`src/rtl/i2cPoll_defs.svh`:
```
/*
 * Block decode uses address bits 15 to 8 only; upper address bits are ignored
 */
`ifndef I2C_POLL_DEFS_SVH
`define I2C_POLL_DEFS_SVH

// Block number matched against address bits 15:8
`define I2C_BLOCK_BASE 8'h01

// Register byte offsets
`define I2C_REG_EN     8'h00
`define I2C_REG_DIV    8'h04
`define I2C_REG_SADRS  8'h08
`define I2C_REG_DATA0  8'h80
`define I2C_REG_DATA1  8'h84
`define I2C_REG_DATA2  8'h88
`define I2C_REG_STAT   8'h8C

// AXI4-Lite bus widths
`define I2C_ADDR_W 32
`define I2C_DATA_W 32

// Polled slaves per round
`define I2C_SLOTS 3
// Quarter-bit divider after reset
`define I2C_DIV_RST 16'd125

`endif

```
`src/rtl/i2cPollPkg.sv`:
```
/*
 * Shared types of the I2C polling controller
 */
`include "i2cPoll_defs.svh"

package i2cPollPkg;

	// Bit engine commands, one in flight at a time
	typedef enum logic [1:0]
	{
		CMD_START = 2'd0,
		CMD_WRITE = 2'd1,
		CMD_READ  = 2'd2,
		CMD_STOP  = 2'd3
	} cmdKind;

	// Slave address word
	// Raw field for the register block, per-slot bytes for the sequencer
	// Slot 0 sits in the low byte, bit 7 of each byte is unused
	typedef union packed
	{
		logic [`I2C_SLOTS*8-1:0]    raw;
		logic [`I2C_SLOTS-1:0][7:0] slot;
	} slaveAdrs;

endpackage

```
`src/rtl/i2cAxiCsr.sv`:
```
/*
 * Write strobes are ignored, every write stores a full word
 * Data and status registers are read-only, a write to them returns SLVERR
 */
`include "i2cPoll_defs.svh"

module i2cAxiCsr
(
	input  logic                   iSysClk,
	input  logic                   rst,
	input  logic [`I2C_ADDR_W-1:0] awaddr,
	input  logic                   awvalid,
	output logic                   awready,
	input  logic [`I2C_DATA_W-1:0] wdata,
	input  logic                   wvalid,
	output logic                   wready,
	output logic [1:0]             bresp,
	output logic                   bvalid,
	input  logic                   bready,
	input  logic [`I2C_ADDR_W-1:0] araddr,
	input  logic                   arvalid,
	output logic                   arready,
	output logic [`I2C_DATA_W-1:0] rdata,
	output logic [1:0]             rresp,
	output logic                   rvalid,
	input  logic                   rready,
	output logic                   pollEn,
	output logic [15:0]            div,
	output i2cPollPkg::slaveAdrs   sAdrs,
	input  logic                   resultValid,
	input  logic [1:0]             resultSlot,
	input  logic [15:0]            resultData,
	input  logic [`I2C_SLOTS-1:0]  nackSlot,
	input  logic                   busy
);

	logic                   wrAccept;
	logic                   wrHit;
	logic                   wrErr;
	logic                   enWrite;
	logic                   rdAccept;
	logic                   rdErr;
	logic [`I2C_DATA_W-1:0] rdWord;
	logic [15:0]            dataReg [`I2C_SLOTS];
	logic [`I2C_SLOTS-1:0]  nackFlags;

	// --------------------
	// Write channel
	// Both address and data must be present, and no response pending
	assign wrAccept = awvalid && wvalid && !bvalid;
	assign awready  = wrAccept;
	assign wready   = wrAccept;
	assign wrHit    = (awaddr[15:8] == `I2C_BLOCK_BASE);
	// Only the three config registers are writable
	assign wrErr    = !wrHit || !((awaddr[7:0] == `I2C_REG_EN) ||
		(awaddr[7:0] == `I2C_REG_DIV) || (awaddr[7:0] == `I2C_REG_SADRS));
	assign enWrite  = wrAccept && wrHit && (awaddr[7:0] == `I2C_REG_EN);

	always_ff @(posedge iSysClk)
	begin
		if (rst)
		begin
			pollEn <= 1'b0;
			div    <= `I2C_DIV_RST;
			sAdrs  <= '0;
		end
		else if (wrAccept && !wrErr)
		begin
			// New enable acts in the acceptance edge
			case (awaddr[7:0])
				`I2C_REG_EN:    pollEn    <= wdata[0];
				`I2C_REG_DIV:   div       <= wdata[15:0];
				`I2C_REG_SADRS: sAdrs.raw <= wdata[`I2C_SLOTS*8-1:0];
				default:        pollEn    <= pollEn;
			endcase
		end
	end

	// Write response one cycle after acceptance
	always_ff @(posedge iSysClk)
	begin
		if (rst)
			bvalid <= 1'b0;
		else if (wrAccept)
		begin
			bvalid <= 1'b1;
			bresp  <= wrErr ? 2'b10 : 2'b00;
		end
		else if (bready)
			bvalid <= 1'b0;
	end

	// --------------------
	// Polled results
	always_ff @(posedge iSysClk)
	begin
		if (rst)
		begin
			dataReg   <= '{default: '0};
			nackFlags <= '0;
		end
		else
		begin
			if (resultValid)
				dataReg[resultSlot] <= resultData;
			// Sticky, cleared by any enable write, new NACK wins
			nackFlags <= (enWrite ? '0 : nackFlags) | nackSlot;
		end
	end

	// --------------------
	// Read channel
	assign rdAccept = arvalid && !rvalid;
	assign arready  = rdAccept;

	always_comb
	begin
		rdWord = '0;
		rdErr  = 1'b0;
		if (araddr[15:8] != `I2C_BLOCK_BASE)
			rdErr = 1'b1;
		else
		begin
			case (araddr[7:0])
				`I2C_REG_EN:    rdWord[0]                = pollEn;
				`I2C_REG_DIV:   rdWord[15:0]             = div;
				`I2C_REG_SADRS: rdWord[`I2C_SLOTS*8-1:0] = sAdrs.raw;
				`I2C_REG_DATA0: rdWord[15:0]             = dataReg[0];
				`I2C_REG_DATA1: rdWord[15:0]             = dataReg[1];
				`I2C_REG_DATA2: rdWord[15:0]             = dataReg[2];
				// Busy in bit 0, NACK flags above it
				`I2C_REG_STAT:  rdWord[`I2C_SLOTS:0]     = {nackFlags, busy};
				default:        rdErr                    = 1'b1;
			endcase
		end
	end

	// Read data held steady until rready
	always_ff @(posedge iSysClk)
	begin
		if (rst)
			rvalid <= 1'b0;
		else if (rdAccept)
		begin
			rvalid <= 1'b1;
			rdata  <= rdWord;
			rresp  <= rdErr ? 2'b10 : 2'b00;
		end
		else if (rready)
			rvalid <= 1'b0;
	end

endmodule

```
`src/rtl/i2cBitEngine.sv`:
```
/*
 * Bit time is 4 x max(div, 1) cycles; SCL is never stretched by the slave
 * sdaIn is taken as already synchronous to iSysClk
 */
module i2cBitEngine
(
	input  logic               iSysClk,
	input  logic               rst,
	input  logic [15:0]        div,
	input  logic               cmdValid,
	output logic               cmdReady,
	input  i2cPollPkg::cmdKind cmdKind,
	input  logic [7:0]         txByte,
	input  logic               ackOut,
	output logic               done,
	output logic [7:0]         rxByte,
	output logic               ackIn,
	output logic               sclOe,
	output logic               sdaOe,
	input  logic               sdaIn
);

	logic               busyR;
	logic               accept;
	logic               tick;
	logic               lastBit;
	logic [15:0]        divEff;
	logic [15:0]        qCnt;
	logic [1:0]         quarter;
	logic [3:0]         bitCnt;
	i2cPollPkg::cmdKind kindR;
	logic [7:0]         shReg;
	logic               ackOutR;

	// Pull-low enables {scl, sda} for one quarter of a command
	function automatic logic [1:0] lineOe(input i2cPollPkg::cmdKind kind,
		input logic [1:0] q, input logic [3:0] bitIdx, input logic txBit, input logic ackBit);
		logic sclL;
		logic sdaL;
		case (kind)
			// SDA falls while SCL high, then SCL low
			i2cPollPkg::CMD_START:
			begin
				sclL = (q == 2'd3);
				sdaL = (q >= 2'd2);
			end
			// SDA rises while SCL high
			i2cPollPkg::CMD_STOP:
			begin
				sclL = (q == 2'd0);
				sdaL = (q <= 2'd1);
			end
			i2cPollPkg::CMD_WRITE:
			begin
				sclL = (q == 2'd0) || (q == 2'd3);
				sdaL = (bitIdx == 4'd8) ? 1'b0 : !txBit;
			end
			default:
			begin
				sclL = (q == 2'd0) || (q == 2'd3);
				sdaL = (bitIdx == 4'd8) ? ackBit : 1'b0;
			end
		endcase
		return {sclL, sdaL};
	endfunction

	assign cmdReady = !busyR;
	assign accept   = cmdValid && !busyR;
	assign divEff   = (div == 16'd0) ? 16'd1 : div;
	assign tick     = busyR && (qCnt == 16'd0);
	// Start and stop are a single bit, bytes carry 8 data bits and an ack
	assign lastBit  = (kindR == i2cPollPkg::CMD_START) || (kindR == i2cPollPkg::CMD_STOP) ||
		(bitCnt == 4'd8);
	assign rxByte   = shReg;

	// --------------------
	// Quarter and bit sequencing
	always_ff @(posedge iSysClk)
	begin
		if (rst)
		begin
			busyR   <= 1'b0;
			qCnt    <= '0;
			quarter <= '0;
			bitCnt  <= '0;
			done    <= 1'b0;
			sclOe   <= 1'b0;
			sdaOe   <= 1'b0;
		end
		else
		begin
			done <= 1'b0;
			if (accept)
			begin
				busyR          <= 1'b1;
				qCnt           <= divEff - 16'd1;
				quarter        <= 2'd0;
				bitCnt         <= 4'd0;
				{sclOe, sdaOe} <= lineOe(cmdKind, 2'd0, 4'd0, txByte[7], ackOut);
			end
			else if (busyR && !tick)
				qCnt <= qCnt - 16'd1;
			else if (tick)
			begin
				qCnt <= divEff - 16'd1;
				if (quarter != 2'd3)
				begin
					quarter        <= quarter + 2'd1;
					{sclOe, sdaOe} <= lineOe(kindR, quarter + 2'd1, bitCnt, shReg[7], ackOutR);
				end
				else if (lastBit)
				begin
					// Lines hold their last level until the next command
					busyR <= 1'b0;
					done  <= 1'b1;
				end
				else
				begin
					quarter        <= 2'd0;
					bitCnt         <= bitCnt + 4'd1;
					{sclOe, sdaOe} <= lineOe(kindR, 2'd0, bitCnt + 4'd1, shReg[6], ackOutR);
				end
			end
		end
	end

	// --------------------
	// Shift and sample
	always_ff @(posedge iSysClk)
	begin
		if (accept)
		begin
			kindR   <= cmdKind;
			shReg   <= txByte;
			ackOutR <= ackOut;
		end
		else if (tick)
		begin
			// End of quarter 1 is the SCL high midpoint
			if (quarter == 2'd1 && bitCnt == 4'd8)
				ackIn <= !sdaIn;
			else if (quarter == 2'd1 && kindR == i2cPollPkg::CMD_READ)
				shReg <= {shReg[6:0], sdaIn};
			// Next write bit MSB first
			if (quarter == 2'd3 && kindR == i2cPollPkg::CMD_WRITE)
				shReg <= {shReg[6:0], 1'b0};
		end
	end

endmodule

```
`src/rtl/i2cPollSeq.sv`:
```
/*
 * Slots run 0, 1, 2 and wrap; a disable is honoured only after the slot's stop
 * Re-enabling always restarts at slot 0
 */
`include "i2cPoll_defs.svh"

module i2cPollSeq
(
	input  logic                  iSysClk,
	input  logic                  rst,
	input  logic                  pollEn,
	input  i2cPollPkg::slaveAdrs  sAdrs,
	output logic                  cmdValid,
	input  logic                  cmdReady,
	output i2cPollPkg::cmdKind    cmdKind,
	output logic [7:0]            txByte,
	output logic                  ackOut,
	input  logic                  done,
	input  logic [7:0]            rxByte,
	input  logic                  ackIn,
	output logic                  resultValid,
	output logic [1:0]            resultSlot,
	output logic [15:0]           resultData,
	output logic [`I2C_SLOTS-1:0] nackSlot,
	output logic                  busy
);

	// FSM states, one per bus command
	localparam logic [2:0] SIdle  = 3'd0;
	localparam logic [2:0] SStart = 3'd1;
	localparam logic [2:0] SAddr  = 3'd2;
	localparam logic [2:0] SRdHi  = 3'd3;
	localparam logic [2:0] SRdLo  = 3'd4;
	localparam logic [2:0] SStop  = 3'd5;

	logic [2:0] state;
	logic [1:0] slot;
	logic       waitDone;
	logic [7:0] hiByte;

	// --------------------
	// Command side
	assign busy     = (state != SIdle);
	// Hold valid until the engine takes it, then wait for done
	assign cmdValid = busy && !waitDone;
	// Read address of the current slot
	assign txByte   = {sAdrs.slot[slot][6:0], 1'b1};
	// Ack the high byte, NACK the low byte to end the read
	assign ackOut   = (state == SRdHi);

	always_comb
	begin
		case (state)
			SStart:       cmdKind = i2cPollPkg::CMD_START;
			SAddr:        cmdKind = i2cPollPkg::CMD_WRITE;
			SRdHi, SRdLo: cmdKind = i2cPollPkg::CMD_READ;
			default:      cmdKind = i2cPollPkg::CMD_STOP;
		endcase
	end

	// --------------------
	// Slot walk
	always_ff @(posedge iSysClk)
	begin
		if (rst)
		begin
			state       <= SIdle;
			slot        <= 2'd0;
			waitDone    <= 1'b0;
			resultValid <= 1'b0;
			nackSlot    <= '0;
		end
		else
		begin
			resultValid <= 1'b0;
			nackSlot    <= '0;
			if (cmdValid && cmdReady)
				waitDone <= 1'b1;
			if (state == SIdle)
			begin
				if (pollEn)
					state <= SStart;
			end
			else if (done)
			begin
				waitDone <= 1'b0;
				case (state)
					SStart: state <= SAddr;
					SAddr:
					begin
						// Absent slave skips straight to stop
						if (ackIn)
							state <= SRdHi;
						else
						begin
							nackSlot <= `I2C_SLOTS'(1) << slot;
							state    <= SStop;
						end
					end
					SRdHi:
					begin
						hiByte <= rxByte;
						state  <= SRdLo;
					end
					SRdLo:
					begin
						resultValid <= 1'b1;
						resultSlot  <= slot;
						resultData  <= {hiByte, rxByte};
						state       <= SStop;
					end
					default:
					begin
						if (pollEn)
						begin
							slot  <= (slot == 2'(`I2C_SLOTS - 1)) ? 2'd0 : slot + 2'd1;
							state <= SStart;
						end
						else
						begin
							slot  <= 2'd0;
							state <= SIdle;
						end
					end
				endcase
			end
		end
	end

endmodule

```
`src/rtl/i2cPollTop.sv`:
```
/*
 * sclIn is unused since clock stretching is not supported
 */
`include "i2cPoll_defs.svh"

module i2cPollTop
(
	input  logic [`I2C_ADDR_W-1:0] awaddr,
	input  logic                   awvalid,
	output logic                   awready,
	input  logic [`I2C_DATA_W-1:0] wdata,
	input  logic                   wvalid,
	output logic                   wready,
	output logic [1:0]             bresp,
	output logic                   bvalid,
	input  logic                   bready,
	input  logic [`I2C_ADDR_W-1:0] araddr,
	input  logic                   arvalid,
	output logic                   arready,
	output logic [`I2C_DATA_W-1:0] rdata,
	output logic [1:0]             rresp,
	output logic                   rvalid,
	input  logic                   rready,
	output logic                   sclOe,
	output logic                   sdaOe,
	input  logic                   sclIn,
	input  logic                   sdaIn,
	input  logic                   iSysClk,
	input  logic                   rst
);

	// Register block to sequencer and engine
	logic                  pollEn;
	logic [15:0]           div;
	i2cPollPkg::slaveAdrs  sAdrs;
	logic                  resultValid;
	logic [1:0]            resultSlot;
	logic [15:0]           resultData;
	logic [`I2C_SLOTS-1:0] nackSlot;
	logic                  busy;
	// Sequencer to engine command handshake
	logic                  cmdValid;
	logic                  cmdReady;
	i2cPollPkg::cmdKind    cmdKind;
	logic [7:0]            txByte;
	logic                  ackOut;
	logic                  done;
	logic [7:0]            rxByte;
	logic                  ackIn;

	i2cAxiCsr uCsr
	(
		.iSysClk(iSysClk), .rst(rst),
		.awaddr(awaddr), .awvalid(awvalid), .awready(awready),
		.wdata(wdata), .wvalid(wvalid), .wready(wready),
		.bresp(bresp), .bvalid(bvalid), .bready(bready),
		.araddr(araddr), .arvalid(arvalid), .arready(arready),
		.rdata(rdata), .rresp(rresp), .rvalid(rvalid), .rready(rready),
		.pollEn(pollEn), .div(div), .sAdrs(sAdrs),
		.resultValid(resultValid), .resultSlot(resultSlot), .resultData(resultData),
		.nackSlot(nackSlot), .busy(busy)
	);

	i2cPollSeq uSeq
	(
		.iSysClk(iSysClk), .rst(rst), .pollEn(pollEn), .sAdrs(sAdrs),
		.cmdValid(cmdValid), .cmdReady(cmdReady), .cmdKind(cmdKind),
		.txByte(txByte), .ackOut(ackOut), .done(done), .rxByte(rxByte), .ackIn(ackIn),
		.resultValid(resultValid), .resultSlot(resultSlot), .resultData(resultData),
		.nackSlot(nackSlot), .busy(busy)
	);

	i2cBitEngine uEngine
	(
		.iSysClk(iSysClk), .rst(rst), .div(div),
		.cmdValid(cmdValid), .cmdReady(cmdReady), .cmdKind(cmdKind),
		.txByte(txByte), .ackOut(ackOut), .done(done), .rxByte(rxByte), .ackIn(ackIn),
		.sclOe(sclOe), .sdaOe(sdaOe), .sdaIn(sdaIn)
	);

endmodule

```
`config.mk`:
```
export PLATFORM = sky130hd
export DESIGN_NAME = i2cPollTop
export DESIGN_NICKNAME = d
export VERILOG_FILES = /design/src/rtl/i2cPollPkg.sv /design/src/rtl/i2cAxiCsr.sv /design/src/rtl/i2cBitEngine.sv /design/src/rtl/i2cPollSeq.sv /design/src/rtl/i2cPollTop.sv
export VERILOG_INCLUDE_DIRS = /design/src /design/src/rtl
export SDC_FILE = /design/constraint.sdc
export NUM_CORES = 1
export LEC_CHECK = 0
export BUFFER_PORTS_ARGS = -buffer_cell sky130_fd_sc_hd__buf_4
export CORE_MARGIN = 1
export CORE_UTILIZATION = 53
export CTS_BUF_LIST = sky130_fd_sc_hd__clkbuf_4
export DETAILED_ROUTE_END_ITERATION = 6
export GPL_ROUTABILITY_DRIVEN = 0
export GPL_TIMING_DRIVEN = 0
export PLACE_DENSITY_LB_ADDON = 0.2
export SLEW_MARGIN = 20
export SYNTH_ARGS = -nofsm -noshare
export SYNTH_HDL_FRONTEND = slang
export SYNTH_HIERARCHICAL = 1
export SYNTH_SLANG_ARGS = --single-unit
```
`constraint.sdc`:
```
create_clock -name iSysClk -period 2.7 [get_ports iSysClk]
set_input_delay 0.405 -clock iSysClk [delete_from_list [all_inputs] [get_ports iSysClk]]
set_output_delay 0.405 -clock iSysClk [all_outputs]
set_load 0.02 [all_outputs]
```
# Word level (Yosys, flattened, before mapping)
# Index checks and enable logic that the tools add are counted.
# Widths: inputs -> output; s select.
[word_totals] output_inout_bits=43 regBits=196 wordCells=230 in_bits=105
[op_classes] reduce_logical=73 n_mux=67 n_addsub=5 n_lt_le_gt_ge=5 n_shift=1 bitwise=13 eq_ne=33
[op_table] op="$mux 16" count=5
[op_table] op="$pmux 12 s5" count=1
[op_table] op="$bwmux 48" count=1
[op_table] op="$mux 8" count=5
[op_table] op="$mux 1" count=33
[op_table] op="$demux 16 s2" count=1
[op_table] op="$eq 8x8->1 const B" count=4
[op_table] op="$logic_not 16->1" count=2
[op_table] op="$sub 16x1->16 const B" count=2
[op_table] op="$pmux 3 s6" count=1
[op_table] op="$reduce_and 3->1" count=6
[op_table] op="$bmux 8 s2" count=1
[op_table] op="$eq 8x3->1 const B" count=2
[op_table] op="$eq 8x4->1 const B" count=2
[op_table] op="$logic_not 8->1" count=2
[op_table] op="$reduce_and 4->1" count=4
[op_table] op="$mux 3" count=5
[op_table] op="$logic_and 1x1->1" count=14
[op_table] op="$eq 2x2->1 const B" count=6
[op_table] op="$logic_not 1->1" count=12
[op_table] op="$mux 2" count=6
[op_table] op="$pmux 3 s4" count=1
[op_table] op="$reduce_and 2->1" count=6
[op_table] op="$reduce_bool 2->1" count=6
[op_table] op="other kinds (35)" count=69

# Depth between registers and ports, before layout
# Gate-level depths: netlist of the first run.
[logic_depth] word_depth=9 ltp_mapped=11 depth_no_buf=9

# By module
# Netlist of the first run, hierarchy kept.
[modules_own_cells] mod="i2cAxiCsr" area_each_um2=5444.0 instances=1 seq_area_each_um2=2662.6 cells_per_inst=605
[modules_own_cells] mod="i2cBitEngine" area_each_um2=2627.5 instances=1 seq_area_each_um2=880.8 cells_per_inst=311
[modules_own_cells] mod="i2cPollSeq" area_each_um2=1430.1 instances=1 seq_area_each_um2=980.9 cells_per_inst=108

# Worst setup path before layout of the first run
# OpenSTA, ideal clock, no wires.
[synth_timing] path_kind="in2reg" startpoint="in rst" endpoint="reg uSeq.resultData[0], enable pin" arrival_time_ns=2.408 setup_time_ns=0.439 setup_slack_ns=-0.147 required_ns=2.261 cell_stages=2 n_path_buf=1 path_cell_list="clkbuf_1 nor4_1"
[synth_via] elab_chain_cells=2
[synth_lines] element="start: declaration" line="i2cPollTop.sv:29" source="input logic rst"
[synth_lines] element="$not 1->1 (no source line)"
[synth_lines] element="$reduce_and 4->1 (no source line)"
[synth_lines] element="end signal: assignment" line="i2cPollSeq.sv:109" source="resultData <= {hiByte, rxByte};"
[synth_lines] element="end: declaration" line="i2cPollSeq.sv:23" source="output logic [15:0] resultData,"
# No other way between the ends.
# A chain may end at the register's enable or synchronous reset.

# Final worst setup path of the first run
[layout_timing] startpoint="reg uCsr.div[3]" endpoint="reg uEngine.qCnt[8]"
[layout_via] elab_chain_cells=6
[layout_lines] element="start: declaration" line="i2cAxiCsr.sv:28" source="output logic [15:0] div,"
[layout_lines] element="start signal: assignment" line="i2cAxiCsr.sv:64" source="div <= `I2C_DIV_RST;"
[layout_lines] element="start signal: assignment" line="i2cAxiCsr.sv:72" source="`I2C_REG_DIV: div <= wdata[15:0];"
[layout_lines] element="$logic_not 16->1" line="i2cBitEngine.sv:69" source="assign divEff = (div == 16'd0) ? 16'd1 : div;"
[layout_lines] element="$mux 16 *" line="i2cBitEngine.sv:69"
[layout_lines] element="$sub 16x1->16 *" line="i2cBitEngine.sv:96, i2cBitEngine.sv:105"
[layout_lines] element="$mux 16" line="i2cBitEngine.sv:103" source="else if (tick)"
[layout_lines] element="$mux 16" line="i2cBitEngine.sv:101" source="else if (busyR && !tick)"
[layout_lines] element="$mux 16 *" line="i2cBitEngine.sv:93" source="if (accept)"
[layout_lines] element="end signal: assignment" line="i2cBitEngine.sv:96" source="qCnt <= divEff - 16'd1;"
[layout_lines] element="end signal: assignment" line="i2cBitEngine.sv:102" source="qCnt <= qCnt - 16'd1;"
[layout_lines] element="end signal: assignment" line="i2cBitEngine.sv:105" source="qCnt <= divEff - 16'd1;"
[layout_lines] element="end: declaration" line="i2cBitEngine.sv:28" source="logic [15:0] qCnt;"
# Mark *: on every way between the ends. The rest lies on a longest branch, timed or not. The select of a mux whose other input is x is not followed.

==> results_dict.tcl, run 1 <==
set metrics [dict create \
    io_pins 148 \
    yosysTopAreaCellShare_pct 27.39 \
    grt_pass1_vias 7633 \
    setup_violations 0 \
    crit_path_cell_trace "or4_1 -> buf_2 -> nor3_4 -> a21oi_1 -> ha_1 -> or3b_4 -> nor3_1 -> xor2_1 -> mux2i_1 -> o32ai_1" \
    die_h_um 135.9 \
    synth_edf_count 64 \
    cts.htree.levels 4 \
    synth_ff_type "dfxtp_1" \
    grt_pass1_wl_um 40250 \
    cts_buffers 17 \
    hold_viol 0 \
    crit_path_max_incr_delay_ps 510 \
    fin_skew_ps 29.45 \
    post-route-drc-count 0 \
    overflow 0 \
    area_growth_pct 14.83 \
    hold_class "in2reg" \
    synth_top_area_cell "dfxtp_1" \
    critical_path_class "reg2reg" \
    multiInputGateArea_um2 4494 \
    clkTransAtPathRegs_ps 170 \
    totalPowerFinal_uw 5050 \
    drt_iter0_drc 834 \
    finalCritPeriodShare_pct 98.27 \
    final_nets 1270 \
    ys_warn_count 6 \
    cts_sinks 194 \
    fin_crit_ps 2653 \
    setup_ws_ps 46.71 \
    relSlewSlack_pct 49.37 \
    wire_per_inst_um 18.77 \
    pre_cts_ws_ps -149.2 \
    hpwl_um 19450 \
    clk_latency_ps 600 \
    final-seq-area_um2 4531 \
    vias 8278 \
    ys_seq_area_share_pct 47.62 \
    critPathLaunchType "register" \
    grt_start_max_net_pins 26 \
    die_w_um 135.9 \
    slowest_stage "or4_1" \
    cp_data_required_time_ps 3220 \
    antenna_found_initial 1 \
    p_per_area_nw_per_um2 462.9 \
    max_cap_violations 0 \
    tritoncts "yes" \
    ant_nets 0 \
    die_area_um2 18470 \
    wl_um 26090 \
    status "completed" \
    fillerInstances 1519 \
    dpl_cell_area_um2 10550 \
    max-clock-path-buffers 2 \
    coreArea_um2 17420 \
    fin_area_um2 10910 \
    dr.pass1.iters 6 \
    yosys.cell_count.top_type "nand2_1" \
    synth-async-reset-ratio_pct 0 \
    p_leak_uw 0.003909 \
    synthCells 1024 \
    postSynthAreaPerCell_um2 9.279 \
    ys_seq_elements 194 \
    grt_use_total_pct 28.89 \
    crit_family "simple AND/OR/NAND/NOR gates" \
    routed_via_density 5.955 \
    ys_top_cells_by_area "dfxtp_1 27%, edfxtp_1 20%, nand2_1 6.3%" \
    cts_root_buffer "clkbuf_4" \
    cp_max_fo 7 \
    critPathCaptureType "register" \
    fin_setup_tns_ps 0 \
    drv_slew 0 \
    max_freq_ghz 0.3769 \
    initial_utilization_pct 54.55 \
    synth.distinct_cells 87 \
    max_slew.worst_pin.slew_ps 759.5 \
    ys_top_cells_by_count "159 x nand2_1, 130 x dfxtp_1, 119 x a21oi_1, 64 x edfxtp_1, 59 x o21ai_0" \
    cp.buffers_inverters 1 \
    max-vdd-ir-drop_mv 0.2971 \
    cp.arrival_ps 3170 \
    port-buffer-count 95 \
    rows 48 \
    syn-cell-area_um2 9502 \
    drive_gt1_share_pct 19.33 \
]
[worst register-to-register path, delay by kind of cell (launching register included)]
kind	cells	cell delay [ps]
AOI/OAI and AO/OA	2	250
muxes	1	110
buffers and inverters	1	180
DFF	1	420
and+or+nand+nor	4	1140
adders and majority gates	1	220
xor gates and xnor gates	1	260
[sequential cells by signal, indices dropped and copies added, names as in the netlist, 2 cells and up]
register,flops
uSeq/resultData,16
uCsr/sAdrs,24
uSeq/hiByte,8
uSeq/resultSlot,2
uEngine/bitCnt,4
uCsr/div,16
uEngine/kindR,2
uCsr/dataReg,48
uCsr/rdata,24
uEngine/rxByte,8
uSeq/nackSlot,3
uSeq/slot,2
uSeq/state,3
uCsr/nackFlags,3
uEngine/qCnt,16
uEngine/quarter,2
[final timing paths]
kind | endpoint | slack (ps) | cells past startpoint | start
hold reg to reg | uCsr/nackFlags[0]$_SDFF_PP0_ | 430 | 2 | uSeq/nackSlot[0]$_SDFF_PP0_
hold / removal | uCsr/div[11]$_SDFFE_PP0P_ | 50 | 3 | wdata[11]
setup / recovery | uEngine/qCnt[8]$_SDFFE_PP0P_ | 50 | 10 | uCsr/div[3]$_SDFFE_PP1P_
setup reg to reg | uEngine/qCnt[8]$_SDFFE_PP0P_ | 50 | 10 | uCsr/div[3]$_SDFFE_PP1P_
[cell type report]
type / instances / area share (%)
Buffer: 84 / 4.128
Clock inverter: 14 / 1.617
Sequential cell: 194 / 41.53
Antenna cell: 1 / 0.02294
Clock buffer: 18 / 1.239
Multi-Input combinational cell: 731 / 41.19
Timing Repair Buffer: 100 / 6.904
Tap cell: 225 / 2.580
Inverter: 23 / 0.7913
[layer usage]
layer | share of wire, % | global-route usage (%) | vias up
met3 | 8.6 | 6.115 | 74
met2 | 45 | 44.10 | 419
li1 | - | - | 3954
met4 | 4.5 | 15.37 | 0
met5 | 0 | 0 | -
met1 | 42 | 38.41 | 3831
[cell usage in the layout (no fill, tap or decap), types with 5 or more instances in the layout]
| master | synthesis | routed |
|---|---|---|
| nand2_1 | 159 | 159 |
| dfxtp_1 | 130 | 125 |
| a21oi_1 | 119 | 119 |
| buf_4 | 18 | 117 |
| edfxtp_1 | 64 | 64 |
| o21ai_0 | 59 | 58 |
| nor2_1 | 39 | 39 |
| clkbuf_1 | 37 | 36 |
| nand4_1 | 28 | 28 |
| nand3_1 | 23 | 23 |
| inv_1 | 22 | 22 |
| mux2i_1 | 22 | 22 |
| buf_2 | 20 | 20 |
| clkbuf_4 | 1 | 19 |
| nor3_1 | 20 | 19 |
| a22oi_1 | 17 | 17 |
| o21ai_1 | 13 | 14 |
| ha_1 | 14 | 14 |
| nor2b_1 | 12 | 12 |
| a22o_1 | 12 | 12 |
| and2_1 | 13 | 12 |
| conb_1 | 2 | 11 |
| or3_1 | 10 | 10 |
| a31oi_1 | 9 | 9 |
| nor4_1 | 8 | 7 |
| mux2_2 | 7 | 7 |
| xor2_1 | 7 | 7 |
| o2bb2ai_1 | 6 | 6 |
| and3_1 | 6 | 6 |
| nand2b_1 | 6 | 6 |
| a211oi_1 | 6 | 6 |
| buf_6 | 5 | 5 |
| nand3b_1 | 5 | 5 |
| a2bb2oi_1 | 5 | 5 |
| dfxtp_2 | 0 | 5 |
| xnor2_1 | 5 | 5 |
[through the flow]
stage               hold WS, ps  cells  utilization, %
detailed placement        404.5   1354           60.59
global placement          400.8   1353           60.50
floorplan                 400.3   1033               -
CTS                       20.37   1386           62.46
global route              1.669   1390           62.64
finish                    52.60   1390           62.64
[timing repair]
item | 4_1_cts | 5_1_grt
resized for setup | 2 | 6
hold buffers | 1 | 0
setup endpoints to repair | 6 | 14
pin swaps | 0 | 1
setup buffers | 0 | 3
hold endpoints to repair | 1 | 0
[cells by family (layout without fill, tap and decap cells)]
family	after synthesis	after routing	share of synthesized area, %
buf+inv	108	239	5.689
compound gates	286	286	18.29
simple gates	377	377	21.87
flops	194	194	47.62
mux	31	31	3.503
other cells	2	12	0.07904
fa+ha+maj	14	14	1.844
xor+xnor	12	12	1.106
[report_power, final]
group          total [µW]  switching, µW  internal (µW)
Sequential           3020           5.34           3020
Combinational         325            191            134
Clock                1700           1040            669
Note: power is estimated with default switching activity, not from simulation.
==> run 2: changes to the inputs <==
- ABC_AREA: unset -> 1
==> run 2 against run 1 <==
Effect of this change: worst setup slack better by 260 ps; utilization is 0.26 points higher; combinational power decreased by 7.4%; synthesized cell count grew 23%; critical path depth fell by 2; worst hold slack worse by 20 ps; sequential cell count did not move; first-iteration DRC count up 15%; highest routed layer unchanged.
==> results_dict.tcl, run 2 <==
set metrics [dict create \
    yosysTopAreaCellShare_pct 27.19 \
    setup_violations 0 \
    cts.htree.levels 4 \
    p_per_area_nw_per_um2 448.9 \
    relSlewSlack_pct 48.64 \
    synth-compound-area-share_pct 9.607 \
    max-vdd-ir-drop_mv 0.2744 \
    yosys.area_share.simple_pct 31.16 \
    cts_sinks 194 \
    drt_iter0_drc 955 \
    die_h_um 136.4 \
    synth-async-reset-ratio_pct 0 \
    cp_max_fo 8 \
    critPathLaunchType "register" \
    grt_pass1_vias 7700 \
    synth.distinct_cells 42 \
    mostFrequentLayoutCell "nor2_1" \
    largest-register "uCsr/dataReg" \
    antenna_found_initial 0 \
    synth_top_family_by_area "simple AND/OR/NAND/NOR gates" \
    area_growth_pct 14.85 \
    final_util_pct 62.91 \
    rows 48 \
    ys_warn_count 6 \
    synth_edf_count 64 \
    synthCells 1262 \
    holdPathEnd "uCsr/sAdrs[18]$_SDFFE_PP0P_" \
    syn-cell-area_um2 9573 \
    p_leak_uw 0.004810 \
    critical_path_class "reg2reg" \
    r2r_setup_slack_ps 310 \
    reg_top3 "uCsr/dataReg: 48 flops, uCsr/rdata: 24 flops, uCsr/sAdrs: 24 flops" \
    status "completed" \
    fin_skew_ps 20.66 \
    synthMuxAreaShare_pct 0 \
    grt_use_total_pct 28.43 \
    max_cap_violations 0 \
    cp.arrival_ps 2670 \
    ys_seq_area_share_pct 47.26 \
    ys_top_cells_by_count "227 x nor2_1, 224 x nand2_1, 146 x nand3_1, 130 x dfxtp_1, 129 x inv_1" \
    drive_gt1_share_pct 16.24 \
    cts_root_buffer "clkbuf_4" \
    post-route-drc-count 0 \
    min_delay_path_depth 3 \
    r2r-start "uSeq/state[2]$_SDFFE_PP0P_" \
    max-clock-path-buffers 2 \
    r2r_end "uEngine/rxByte[1]$_DFFE_PP_" \
    min_from "wdata[18]" \
    max_slew.worst_pin.slew_ps 768.6 \
    hold_class "in2reg" \
    dr.pass1.iters 6 \
    yosys.cell_count.top_type "nor2_1" \
    synth_ff_type "dfxtp_1" \
    ant_nets 0 \
    grt_pass1_wl_um 39830 \
    finalCritPeriodShare_pct 88.69 \
    layout_common_cells "226 x nor2_1, 224 x nand2_1, 146 x nand3_1" \
    hpwl_um 19840 \
    cts_buffers 17 \
    fin_crit_ps 2395 \
    die_w_um 136.4 \
    coreArea_um2 17480 \
    fin_setup_tns_ps 0 \
    io_pins 148 \
    clkTransAtPathRegs_ps 180 \
    ys_seq_elements 194 \
    die_area_um2 18600 \
    grt_start_max_net_pins 26 \
    overflow 0 \
    synth_top_area_cell "dfxtp_1" \
    drv_slew 0 \
    cp_data_required_time_ps 2970 \
    rsz0062_at_grt "no" \
    synth_xor_xnor_area_share_pct 1.189 \
    hold_viol 0 \
    ys_top_cells_by_area "dfxtp_1 27%, edfxtp_1 20%, nor2_1 8.9%" \
    port-buffer-count 96 \
    wire_per_inst_um 15.74 \
    final_nets 1510 \
    synthAdderAreaFrac_pct 1.830 \
    wl_um 25640 \
    postCtsSetupRepairBufs 0 \
    num_antenna_cells 0 \
    largest_register_ffs 48 \
    max_freq_ghz 0.4176 \
    tritoncts "yes" \
    clk_latency_ps 600 \
    critPathCaptureType "register" \
    totalPowerFinal_uw 4935 \
    reg2reg_depth 8 \
    postSynthAreaPerCell_um2 7.586 \
    routed_via_density 5.424 \
    initial_utilization_pct 54.78 \
    vias 8835 \
]
run 2: cell types whose count changed after synthesis, sizes merged, moves of 21 or more:
cell / before / now
mux2i: 22 / 0
nand4: 30 / 9
nand2: 159 / 232
clkbuf: 39 / 16
o21ai: 72 / 103
inv: 22 / 134
nor2: 40 / 266
a21oi: 119 / 55
nand3: 23 / 150
run 2: power by group:
group	switching [µW]	internal (µW)
logic	175	126
clock network	1170	443
registers	4.79	3020
run 2: how the worst max path moves through the flow:
stage | endpoint | cells past startpoint | start | slack (ps)
final | uEngine/rxByte[1]$_DFFE_PP_ | 8 | uSeq/state[2]$_SDFFE_PP0P_ | 310
after global routing | uEngine/rxByte[4]$_DFFE_PP_ | 8 | uSeq/state[2]$_SDFFE_PP0P_ | 100
after CTS | uEngine/rxByte[4]$_DFFE_PP_ | 8 | uSeq/state[2]$_SDFFE_PP0P_ | 120
after detailed placement | uEngine/rxByte[1]$_DFFE_PP_ | 8 | uSeq/state[2]$_SDFFE_PP0P_ | 130
after global placement | uEngine/rxByte[2]$_DFFE_PP_ | 8 | uSeq/state[2]$_SDFFE_PP0P_ | -230
after floorplan | uCsr/rdata[0]$_SDFFCE_PP0P_ | 4 | arvalid | 360
run 2: logic make-up (layout without fill, tap and decap cells):
group           count (synthesis)  in the layout
simple gates                  670            670
fa+ha+maj                      14             14
flops                         194            194
xor+xnor                       13             13
other cells                     2             11
compound gates                177            177
buf+inv                       192            325
run 2: area by class of cell:
cell class / count / area, µm²
clock buffers: 17 / 127.6
repair buffers: 101 / 770.7
multi-input cells: 885 / 4257
clock inverters: 15 / 183.9
well taps: 225 / 281.5
plain buffers: 56 / 337.8
fillers: 1581 / 6482
flip-flops and latches: 194 / 4524
inverters: 136 / 511.7
run 2: metrics by stage:
stage | std cells | cell area, µm² | hold slack (ps) | setup slack, ps
final | 1629 | 10990 | 32.90 | 305.2
after global routing | 1629 | 10990 | 0.8882 | 96.95
after CTS | 1629 | 10990 | 2.183 | 117.2
after detailed placement | 1592 | 10630 | 404.5 | 132.9
after global placement | 1592 | 10610 | 401.9 | -230.0
after floorplan | 1271 | 9607 | 400.3 | 363.3
run 2: routing by layer:
layer / track usage (%) / vias to the layer above / share of wire [%]
met5: 0 / - / 0
met3: 5.779 / 38 / 9.9
li1: - / 4331 / -
met1: 40.25 / 4004 / 44
met4: 9.753 / 0 / 2.6
met2: 42.95 / 462 / 43
run 2: what timing repair did:
item | in CTS | in global routing
hold buffers | 5 | 0
gates resized for setup | 0 | 1
endpoints found under the setup margin | 0 | 8
hold endpoints to repair | 5 | 0
run 2: critical path, stage by stage (launching register included):
cell,delay [ps]
dfxtp_1,450
inv_2,110
a21oi_1,250
inv_1,60
nor2_1,340
inv_1,160
nand2_1,150
a31oi_1,100
nor3_4,440
==> run 3: changes to the inputs <==
--- a/config.mk
+++ b/config.mk
@@ -10,10 +10,10 @@
 export BUFFER_PORTS_ARGS = -buffer_cell sky130_fd_sc_hd__buf_4
 export CORE_MARGIN = 1
-export CORE_UTILIZATION = 53
+export CORE_UTILIZATION = 50
 export CTS_BUF_LIST = sky130_fd_sc_hd__clkbuf_4
 export DETAILED_ROUTE_END_ITERATION = 6
 export GPL_ROUTABILITY_DRIVEN = 0
 export GPL_TIMING_DRIVEN = 0
-export PLACE_DENSITY_LB_ADDON = 0.2
+export PLACE_DENSITY = 0.76
 export SLEW_MARGIN = 20
 export SYNTH_ARGS = -nofsm -noshare
==> constraint.sdc (replaced) <==
create_clock -name iSysClk -period 2.7 [get_ports iSysClk]
set_input_delay 0.405 -clock iSysClk [delete_from_list [all_inputs] [get_ports iSysClk]]
set_output_delay 0.405 -clock iSysClk [all_outputs]
set_load 0.005 [all_outputs]
==> run 3 against run 2 <==
Effect of this change: the flow now finishes with violations (design-rule violations); largest cell class unchanged; highest routed layer unchanged; critical endpoint is now uEngine/rxByte[2]$_DFFE_PP_; via count rose by 0.51%; critical path depth did not move; non-clock buffer count rose by 8; worst setup slack got worse by 82 ps; clock power fell by 4%; final area rose by 0.68%; utilization fell by 3.7 points; sequential cell count did not move.
==> results_dict.tcl, run 3 (synthesis results as in run 2) <==
set metrics [dict create \
    status "complete, but fails checks" \
    violations "design-rule violations" \
    drt_iter0_drc 970 \
    largest_register_ffs 48 \
    io_pins 148 \
    p_sw_share_pct 25.09 \
    p_leak_uw 0.004834 \
    rows 50 \
    cts.htree.levels 4 \
    postCtsSetupRepairBufs 0 \
    ant_nets 0 \
    drv_slew 0 \
    die_h_um 140.4 \
    wire_per_inst_um 15.79 \
    port-buffer-count 96 \
    max_freq_ghz 0.4037 \
    reg2reg_depth 8 \
    grt_pass1_wl_um 40940 \
    max-clock-path-buffers 2 \
    fin_area_um2 11070 \
    fin_crit_ps 2477 \
    critPathLaunchType "register" \
    dr.pass1.iters 7 \
    crit_path_cell_trace "inv_2 -> a21oi_1 -> inv_1 -> nor2_1 -> inv_1 -> nand2_1 -> a31oi_1 -> nor3_4" \
    relSlewSlack_pct 50.29 \
    stdcell_count 1647 \
    finalCritPeriodShare_pct 91.74 \
    post-route-drc-count 2 \
    max-vdd-ir-drop_mv 0.2234 \
    clock_power_share_pct 31.8 \
    clk_latency_ps 610 \
    hold_class "in2reg" \
    clkTransAtPathRegs_ps 170 \
    p_per_area_nw_per_um2 438.3 \
    critPathCaptureType "register" \
    mostFrequentLayoutCell "nor2_1" \
    rsz0062_at_grt "no" \
    largest-register "uCsr/dataReg" \
    min_delay_path_depth 3 \
    dp.cells 1602 \
    cts_root_buffer "clkbuf_4" \
    max_slew.worst_pin.slew_ps 741.5 \
    die_area_um2 19700 \
    grt_pass1_vias 7879 \
    vias 8880 \
    initial_utilization_pct 51.18 \
    slowest_stage "nor3_4" \
    grt_start_max_net_pins 19 \
    coreArea_um2 18710 \
    cp.arrival_ps 2720 \
    tritoncts "yes" \
    critical_path_class "reg2reg" \
    hold_ws_ps 26.32 \
    reg_top3 "uCsr/dataReg: 48 flops, uCsr/rdata: 24 flops, uCsr/sAdrs: 24 flops" \
    final_nets 1518 \
    hpwl_um 19730 \
    area_growth_pct 15.63 \
    antenna_found_initial 1 \
    routed_via_density 5.392 \
    fin_skew_ps 24.26 \
    wl_um 26010 \
    intPower_uw 3635 \
    drive_gt1_share_pct 16.29 \
    cpMostUsedCell "inv_1" \
    dpl_cell_area_um2 10670 \
    cp_max_fo 8 \
    cts_buffers 17 \
    layout_common_cells "226 x nor2_1, 224 x nand2_1, 146 x nand3_1" \
    cts_sinks 194 \
    crit_path_max_incr_delay_ps 490 \
    hold_viol 0 \
    cp_data_required_time_ps 2950 \
    setup_violations 0 \
    max_cap_violations 0 \
    overflow 0 \
    p_sw_uw 1217 \
    p_comb_share_pct 5.9 \
    grt_use_total_pct 27.15 \
    die_w_um 140.4 \
    power_frac_seq_pct 62.2 \
]
==> run 3: area by class of cell <==
class                   count  area (µm²)
fillers                  1726        7636
flip-flops and latches    194        4524
multi-input cells         885        4257
repair buffers            109       868.3
inverters                 136       511.7
plain buffers              56       337.8
well taps                 234       292.8
clock inverters            15       147.6
clock buffers              17       127.6
diodes                      1       2.502
==> run 3: path summary, 6_finish.rpt <==
check | start | end | slack, ps
max | uSeq/state[2]$_SDFFE_PP0P_ | uEngine/rxByte[2]$_DFFE_PP_ | 220
min | wdata[20] | uCsr/sAdrs[20]$_SDFFE_PP0P_ | 30
max reg2reg | uSeq/state[2]$_SDFFE_PP0P_ | uEngine/rxByte[2]$_DFFE_PP_ | 220
min reg2reg | uSeq/hiByte[5]$_DFFE_PP_ | uSeq/resultData[13]$_DFFE_PP_ | 430
==> run 3: through the flow <==
stage	worst slack, ps	utilization [%]	power [µW]	TNS (ps)
after detailed placement	109.9	57.02	3354	0
after global routing	56.78	59.18	5021	0
after CTS	88.95	59.13	4882	0
after floorplan	517.7	-	3197	0
final	222.9	59.18	4852	0
after global placement	-407.6	56.78	3345	-12680
==> run 3: per-layer routing <==
layer | track usage [%] | share of wire, %
met5 | 0 | 0
met4 | 13.36 | 4.2
met3 | 4.376 | 9.4
met2 | 41.87 | 43
met1 | 37.08 | 43
==> run 3: what timing repair did <==
action,4_1_cts,5_1_grt
hold buffers,12,0
endpoints found under the setup margin,0,8
hold endpoints to repair,12,0
resized for setup,0,1
==> run 3: power by group through the flow <==
stage	clock network, µW	logic, µW	registers [µW]
2_1_floorplan	0	112	3080
3_3_place_gp	0	262	3080
3_5_place_dp	0	272	3080
4_1_cts	1580	286	3020
5_1_grt	1690	313	3020
6_report	1540	288	3020
==> run 3: critical path, delay by kind of cell (launching register included) <==
family,cells,cell delay [ps]
AO/OA/AOI/OAI,2,360
buffers and inverters,3,320
flip-flops,1,450
AND/OR/NAND/NOR,3,990
